`src/design/mult_rev_pkg.sv`:
```
// Widths are fixed at 8x8 operands and one row stage per bit of b; not meant to be rescaled
`default_nettype none

package mult_rev_pkg;

    // ====================
    // Sizes and timing
    // ====================
    localparam int OP_W     = 8;
    localparam int PROD_W   = 16;
    localparam int NUM_ROWS = 8;

    // Launch stage, one stage per row, then the collect stage
    localparam int LATENCY  = NUM_ROWS + 2;

    // ====================
    // Types
    // ====================

    // Direction travels with every item through the pipe
    typedef enum logic {
        DIR_FWD = 1'b0,
        DIR_BWD = 1'b1
    } dir_e;

    // Forward input group and backward output group
    typedef struct packed {
        logic [OP_W-1:0] a;
        logic [OP_W-1:0] b;
    } operands_t;

    // Forward output group and backward input group
    typedef struct packed {
        logic [PROD_W-1:0]                product;
        logic [NUM_ROWS-1:0][OP_W-1:0]    row_rec;
        logic [OP_W-1:0]                  a_rec;
    } rev_record_t;

    // State handed from one pipeline stage to the next
    typedef struct packed {
        logic                             valid;
        dir_e                             dir;
        logic [OP_W-1:0]                  a;
        // Given forward, rebuilt bit by bit backward
        logic [OP_W-1:0]                  b;
        logic [PROD_W-1:0]                acc;
        logic [NUM_ROWS-1:0][OP_W-1:0]    row_rec;
        logic                             row_fault;
    } row_state_t;

endpackage

`default_nettype wire

```
`src/design/mult_rev_collect.sv`:
```
// Outputs are registered and held at zero whenever out_valid is low; fault is only set backward
`timescale 1ns/1ps
`default_nettype none

module mult_rev_collect
    import mult_rev_pkg::*;
(
    input  wire         clk,
    input  wire         rst_n,
    input  row_state_t  stage_in,
    output logic        out_valid,
    output dir_e        out_dir,
    output rev_record_t fwd_out,
    output operands_t   bwd_out,
    output logic        fault
);

    rev_record_t fwd_nxt;
    operands_t   bwd_nxt;
    logic        fault_nxt;

    // Forward packs the record, backward hands back the operands
    always_comb begin
        fwd_nxt   = '0;
        bwd_nxt   = '0;
        fault_nxt = 1'b0;
        if (stage_in.dir == DIR_FWD) begin
            fwd_nxt.product = stage_in.acc;
            fwd_nxt.row_rec = stage_in.row_rec;
            fwd_nxt.a_rec   = stage_in.a;
        end else begin
            bwd_nxt.a = stage_in.a;
            bwd_nxt.b = stage_in.b;
            // Anything left in the accumulator means the record did not match
            fault_nxt = stage_in.row_fault | (stage_in.acc != '0);
        end
    end

    always_ff @(posedge clk) begin
        if (!rst_n || !stage_in.valid) begin
            out_valid <= 1'b0;
            out_dir   <= DIR_FWD;
            fwd_out   <= '0;
            bwd_out   <= '0;
            fault     <= 1'b0;
        end else begin
            out_valid <= 1'b1;
            out_dir   <= stage_in.dir;
            fwd_out   <= fwd_nxt;
            bwd_out   <= bwd_nxt;
            fault     <= fault_nxt;
        end
    end

endmodule

`default_nettype wire

```
`src/design/mult_rev_launch.sv`:
```
// Samples one item per cycle when in_valid is high; the input group not chosen by dir is ignored
`timescale 1ns/1ps
`default_nettype none

module mult_rev_launch
    import mult_rev_pkg::*;
(
    input  wire         clk,
    input  wire         rst_n,
    input  wire         in_valid,
    input  dir_e        dir,
    input  operands_t   fwd_in,
    input  rev_record_t bwd_in,
    output row_state_t  stage_out
);

    row_state_t nxt;
    row_state_t data_q;
    logic       valid_q;

    // Initial row state for either direction
    always_comb begin
        nxt           = '0;
        nxt.valid     = in_valid;
        nxt.dir       = dir;
        nxt.row_fault = 1'b0;
        if (dir == DIR_FWD) begin
            nxt.a       = fwd_in.a;
            nxt.b       = fwd_in.b;
            nxt.acc     = '0;
            nxt.row_rec = '0;
        end else begin
            // Backward starts from the product and strips rows off again
            nxt.a       = bwd_in.a_rec;
            nxt.b       = '0;
            nxt.acc     = bwd_in.product;
            nxt.row_rec = bwd_in.row_rec;
        end
    end

    always_ff @(posedge clk) begin
        if (!rst_n) begin
            valid_q <= 1'b0;
        end else begin
            valid_q <= nxt.valid;
        end
    end

    always_ff @(posedge clk) begin
        data_q <= nxt;
    end

    always_comb begin
        stage_out       = data_q;
        stage_out.valid = valid_q;
    end

endmodule

`default_nettype wire

```
`src/design/mult_rev_row.sv`:
```
// One row per bit of b; ROW_IDX must lie in 0..NUM_ROWS-1 and rows must run in index order
`timescale 1ns/1ps
`default_nettype none

module mult_rev_row
    import mult_rev_pkg::*;
#(
    parameter int ROW_IDX = 0
) (
    input  wire        clk,
    input  wire        rst_n,
    input  row_state_t stage_in,
    output row_state_t stage_out
);

    row_state_t        nxt;
    row_state_t        data_q;
    logic              valid_q;
    logic [PROD_W-1:0] addend;
    logic [OP_W-1:0]   rec_byte;
    logic              take;
    logic              byte_bad;

    // a weighted by this row's bit position
    assign addend   = PROD_W'(stage_in.a) << ROW_IDX;
    assign rec_byte = stage_in.row_rec[ROW_IDX];

    // ====================
    // Row rule
    // ====================
    always_comb begin
        nxt      = stage_in;
        take     = 1'b0;
        byte_bad = 1'b0;
        if (stage_in.dir == DIR_FWD) begin
            take = stage_in.b[ROW_IDX];
            // Record holds a when the row added, its complement otherwise
            nxt.row_rec[ROW_IDX] = take ? stage_in.a : ~stage_in.a;
            if (take) begin
                nxt.acc = stage_in.acc + addend;
            end
        end else begin
            take               = (rec_byte == stage_in.a);
            byte_bad           = !take && (rec_byte != ~stage_in.a);
            nxt.b[ROW_IDX]     = take;
            nxt.row_fault      = stage_in.row_fault | byte_bad;
            if (take) begin
                nxt.acc = stage_in.acc - addend;
            end
        end
    end

    always_ff @(posedge clk) begin
        if (!rst_n) begin
            valid_q <= 1'b0;
        end else begin
            valid_q <= stage_in.valid;
        end
    end

    always_ff @(posedge clk) begin
        data_q <= nxt;
    end

    always_comb begin
        stage_out       = data_q;
        stage_out.valid = valid_q;
    end

endmodule

`default_nettype wire

```
`src/design/mult_rev_top.sv`:
```
// Fixed LATENCY of 10 cycles with no back-pressure; results must be taken when out_valid is high
`timescale 1ns/1ps
`default_nettype none

module mult_rev_top
    import mult_rev_pkg::*;
(
    input  wire         clk,
    input  wire         rst_n,
    input  wire         in_valid,
    input  dir_e        dir,
    input  operands_t   fwd_in,
    input  rev_record_t bwd_in,
    output logic        out_valid,
    output dir_e        out_dir,
    output rev_record_t fwd_out,
    output operands_t   bwd_out,
    output logic        fault
);

    // stage[0] from launch, stage[NUM_ROWS] into collect
    row_state_t stage [NUM_ROWS+1];

    mult_rev_launch u_launch (
        .clk       (clk),
        .rst_n     (rst_n),
        .in_valid  (in_valid),
        .dir       (dir),
        .fwd_in    (fwd_in),
        .bwd_in    (bwd_in),
        .stage_out (stage[0])
    );

    // ====================
    // Row pipeline
    // ====================
    for (genvar i = 0; i < NUM_ROWS; i++) begin : g_row
        mult_rev_row #(
            .ROW_IDX (i)
        ) u_row (
            .clk       (clk),
            .rst_n     (rst_n),
            .stage_in  (stage[i]),
            .stage_out (stage[i+1])
        );
    end

    mult_rev_collect u_collect (
        .clk       (clk),
        .rst_n     (rst_n),
        .stage_in  (stage[NUM_ROWS]),
        .out_valid (out_valid),
        .out_dir   (out_dir),
        .fwd_out   (fwd_out),
        .bwd_out   (bwd_out),
        .fault     (fault)
    );

endmodule

`default_nettype wire

```
`config.mk`:
```
export PLATFORM = sky130hd
export DESIGN_NAME = mult_rev_top
export DESIGN_NICKNAME = d
export VERILOG_FILES = /design/src/design/mult_rev_pkg.sv /design/src/design/mult_rev_collect.sv /design/src/design/mult_rev_launch.sv /design/src/design/mult_rev_row.sv /design/src/design/mult_rev_top.sv
export SDC_FILE = /design/constraint.sdc
export NUM_CORES = 1
export LEC_CHECK = 0
export ABC_AREA = 0
export BUFFER_PORTS_ARGS = -buffer_cell sky130_fd_sc_hd__buf_4
export CAP_MARGIN = 20
export CORE_MARGIN = 4
export CORE_UTILIZATION = 25
export DETAILED_ROUTE_END_ITERATION = 12
export PLACE_DENSITY = 0.46
export SYNTH_ARGS = -nofsm -noshare
export SYNTH_HDL_FRONTEND = slang
export SYNTH_SLANG_ARGS = --single-unit
export TNS_END_PERCENT = 1
```
`constraint.sdc`:
```
create_clock -name clk -period 2.55 [get_ports clk]
set_input_delay 0.1275 -clock clk [delete_from_list [all_inputs] [get_ports clk]]
set_output_delay 0.1275 -clock clk [all_outputs]
set_load 0.02 [all_outputs]
```
==> impl_metrics.csv <==
group,metric,value,unit
timing,fmaxAchievable,0.414,GHz
worst_setup_path,worst-setup-path-type,"register to register",
worst_setup_path,delay_heaviest_family_cp,"compound AO/OA/AOI/OAI gates",
timing,final_max_slew_violation_count,0,
power,power.sequential.fraction,46.5,%
timing,finalHoldViolations,0,
logic_synthesis,synth_commonest_cells,"sky130_fd_sc_hd__dfxtp_1, sky130_fd_sc_hd__and2_1, sky130_fd_sc_hd__xor2_1",
power,power.internal,28400,uW
logic_synthesis,dominantRegCellSynth,"sky130_fd_sc_hd__dfxtp_1",
worst_setup_path,critical-path-slowest-cell,"sky130_fd_sc_hd__fa_1",
cells_and_area,fillerInstances,12300,
place,placed_cell_area,35100,sq um
clock_tree,cts.htree.levels,3,
routing,total_via_count_after_detailed_routing,18900,
clock_tree,clk_transition_reported_paths,0.07,ns
timing,min_period,2.41,ns
routing,route.detailed.drc,0,
floorplanning,die_h,359,um
cells_and_area,synthToLayoutAreaGrowth,29.8,%
clock_tree,cts-buffers-inserted,105,
logic_synthesis,synth_cells,2602,
worst_setup_path,cp_num_buf_inv,2,
timing,slew_headroom,40.2,%
worst_setup_path,path_max_fanout,3,
power,power.static_leakage,0.0173,uW
worst_setup_path,cpPeakStageDelay,0.48,ns
logic_synthesis,synth_top_cell_by_area,"sky130_fd_sc_hd__dfxtp_1",
grt,wire_length_of_the_first_global_routing_pass,110000,um
logic_synthesis,synth_area_leaders,"sky130_fd_sc_hd__dfxtp_1, sky130_fd_sc_hd__ha_1, sky130_fd_sc_hd__and2_1",
timing,timing.clock.skew,0.0394,ns
grt,antenna_found_initial,6,
clock_tree,insertion_delay,0.70,ns
clock_tree,cts.path.max_buffers,3,
cells_and_area,final_design_area_no_fill,40000,sq um
logic_synthesis,synth.avg_cell_area,11.9,sq um
routing,routed_antenna_nets,0,
timing,min_period_over_period,94.7,%
min_path,hold_class,"primary input to register",
logic_synthesis,synth.cell_area,30800,sq um
floorplanning,die_width,359,um
floorplanning,floorplan.core_area,122000,sq um
power,comb_power_share,12.2,%
timing,worst_slew_pin_slew,0.887,ns
power,p_clk_share,41.3,%
clock_tree,post_cts_setup_inserts,0,
worst_setup_path,critical_path.endpoint_type,"register",
logic_synthesis,synth_edf_count,0,
grt,grt_pass1_vias,19100,
floorplanning,initial_utilization,25.2,%
run,max-cap-violations,0,
timing,unrepaired_setup_endpoints_after_global_routing,"yes",
grt,globalRoute.totalOverflow,0,
routing,drtPass1Iterations,6,
worst_setup_path,cp_cell_sequence,"inv_1 -> ha_1 -> fa_1 -> nor2b_1 -> o21ai_0 -> a21oi_1 -> o311a_1 -> nor3_1 -> a2111oi_0 -> buf_4 -> xnor2_1",
grt,pin_count_of_the_biggest_net_entering_global_routing,69,
logic_synthesis,async_reset_ff_share,0,%
logic_synthesis,synth.net_count,2854,
routing,wirelength,70100,um
logic_synthesis,yosys.cell_count.top_type,"sky130_fd_sc_hd__dfxtp_1",
worst_setup_path,cp_data_required_time,3.18,ns
floorplanning,number_of_placed_i_o_pins,215,
grt,global_route.usage.total,10.7,%
power,peakVddDrop,0.504,mV
worst_setup_path,timing.critical_path.from_type,"register",
power,p_sw_share,25.6,%
clock_tree,cts_tree,"built",
routing,vias_per_cell,3.95,
place,routabilityCongestion,0.811,
logic_synthesis,yosysWarnings,0,
cells_and_area,fin_nets,3336,
timing,fin_hold_ws,0.171,ns
logic_synthesis,synth_top_cell_area_share,64.7,%
floorplanning,die_area,129000,sq um
outcome,outcome,"finished clean",
logic_synthesis,netlist-cell-type-count,86,
logic_synthesis,synth_seq_cells,997,
floorplanning,rows,128,
clock_tree,clock_sinks,997,
power,total_switching_power,9760,uW
routing,detailedRoute.firstIterationViolations,1040,
logic_synthesis,yosysSeqAreaShare,64.7,%
worst_setup_path,cp_data_arrival_time,3.05,ns
power,power_per_cell_area,953,nW/um^2
place,placement.io_buffers,214,
timing,count_of_endpoints_failing_setup_in_the_final_report,0,
place,hpwlAfterDp,51600,um
clock_tree,root_buf_cell,"sky130_fd_sc_hd__clkbuf_16",
cells_and_area,post_route_cells_drive_above_1_share,18.3,%
routing,wire_per_inst,14.6,um
-- cells in the final DEF (no fill, tap or decap), types with 21 or more instances in the layout --
cell / n
sky130_fd_sc_hd__nor2b_1: 44
sky130_fd_sc_hd__nor2_1: 106
sky130_fd_sc_hd__a221o_1: 32
sky130_fd_sc_hd__and2_1: 201
sky130_fd_sc_hd__buf_4: 335
sky130_fd_sc_hd__a21oi_1: 67
sky130_fd_sc_hd__nand4_1: 21
sky130_fd_sc_hd__nand2b_1: 31
sky130_fd_sc_hd__dlygate4sd3_1: 113
sky130_fd_sc_hd__xor2_1: 130
sky130_fd_sc_hd__clkbuf_16: 106
sky130_fd_sc_hd__xnor2_1: 35
sky130_fd_sc_hd__nand2_1: 120
sky130_fd_sc_hd__o21ai_0: 121
sky130_fd_sc_hd__dfxtp_1: 991
sky130_fd_sc_hd__o221ai_1: 26
sky130_fd_sc_hd__ha_1: 128
sky130_fd_sc_hd__inv_1: 125
-- power by group through the flow --
stage               sequential [uW]  combinational, uW  clock [uW]
detailed placement            18100               4480           0
floorplan                     17800               3140           0
global placement              18100               4500           0
CTS                           17800               4650       16400
finish                        17700               4660       15800
global route                  17900               5280       17100
-- worst reg2reg max path, cell delays in order, from the launching register on --
cell and delay (ns):
sky130_fd_sc_hd__dfxtp_1 0.36, sky130_fd_sc_hd__inv_1 0.06, sky130_fd_sc_hd__ha_1 0.23, sky130_fd_sc_hd__fa_1 0.48, sky130_fd_sc_hd__nor2b_1 0.14, sky130_fd_sc_hd__o21ai_0 0.12
sky130_fd_sc_hd__a21oi_1 0.22, sky130_fd_sc_hd__o311a_1 0.17, sky130_fd_sc_hd__nor3_1 0.04, sky130_fd_sc_hd__a2111oi_0 0.28, sky130_fd_sc_hd__buf_4 0.18, sky130_fd_sc_hd__xnor2_1 0.10
-- registers in the layout, summed over array words and instances, names as in the netlist --
register and flops:
u_collect.fault 1, u_collect.bwd_out 16, u_collect.out_dir 1, u_collect.out_valid 1
u_launch.valid_q 1, u_collect.fwd_out 88, g_row.u_row.valid_q 8, g_row.u_row.stage_out 784
u_launch.stage_out 97
-- per-stage QoR --
| step | utilization [%] | cells | setup WS (ns) | TNS, ns | power [uW] |
|---|---|---|---|---|---|
| after floorplan | - | 2602 | 0.215 | 0 | 20900 |
| after global placement | 28.7 | 4489 | -0.0320 | -0.0352 | 22600 |
| after detailed placement | 28.7 | 4489 | -0.0296 | -0.0492 | 22600 |
| after CTS | 32.7 | 4796 | 0.0208 | 0 | 38800 |
| after global routing | 32.8 | 4796 | -0.0372 | -0.0645 | 40200 |
| final | 32.8 | 4798 | 0.136 | 0 | 38100 |
-- repair_timing --
item                                   in CTS  in global routing
endpoints found under the hold margin     107                  0
hold buffers                              113                  0
gates resized for setup                     1                 18
pin swaps                                   0                  1
setup endpoints to repair                   3                 25
-- area by class of cell --
class | count | area [sq um] | share of cell area [%]
Sequential cell | 997 | 20000 | 49.9
Multi-Input combinational cell | 1405 | 10200 | 25.4
Timing Repair Buffer | 449 | 3670 | 9.16
Clock buffer | 138 | 2970 | 7.43
Tap cell | 1625 | 2030 | 5.08
Clock inverter | 56 | 729 | 1.82
Inverter | 126 | 473 | 1.18
Antenna cell | 2 | 5.00 | 0.0125
-- kinds of logic after synthesis --
family,count (synthesis),synth area share [%]
flops,997,64.7
buf+inv,200,2.50
simple gates,635,11.3
fa+ha+maj,144,6.23
mux,9,0.324
xor+xnor,166,4.71
compound gates,451,10.2
-- final timing paths --
check	start	to	slack, ns	cells after the start
setup / recovery	g_row[5].u_row.stage_out[71]$_DFF_P_	g_row[6].u_row.stage_out[79]$_DFF_P_	0.14	11
hold / removal	bwd_in[37]	u_launch.stage_out[30]$_SDFF_PN0_	0.17	3
setup reg to reg	g_row[5].u_row.stage_out[71]$_DFF_P_	g_row[6].u_row.stage_out[79]$_DFF_P_	0.14	11
hold reg to reg	g_row[0].u_row.stage_out[28]$_DFF_P_	g_row[1].u_row.stage_out[28]$_DFF_P_	0.29	0
-- layer usage --
layer  vias to the layer above  global-route usage [%]  routed length (um)
met2                       362                    16.5               30400
met4                         0                    3.46                1660
met5                         -                       0                   0
met3                       129                    2.27                3280
li1                       9769                       -                   -
met1                      8688                    15.0               34700
No activity file was read; power rests on OpenSTA's default activity.
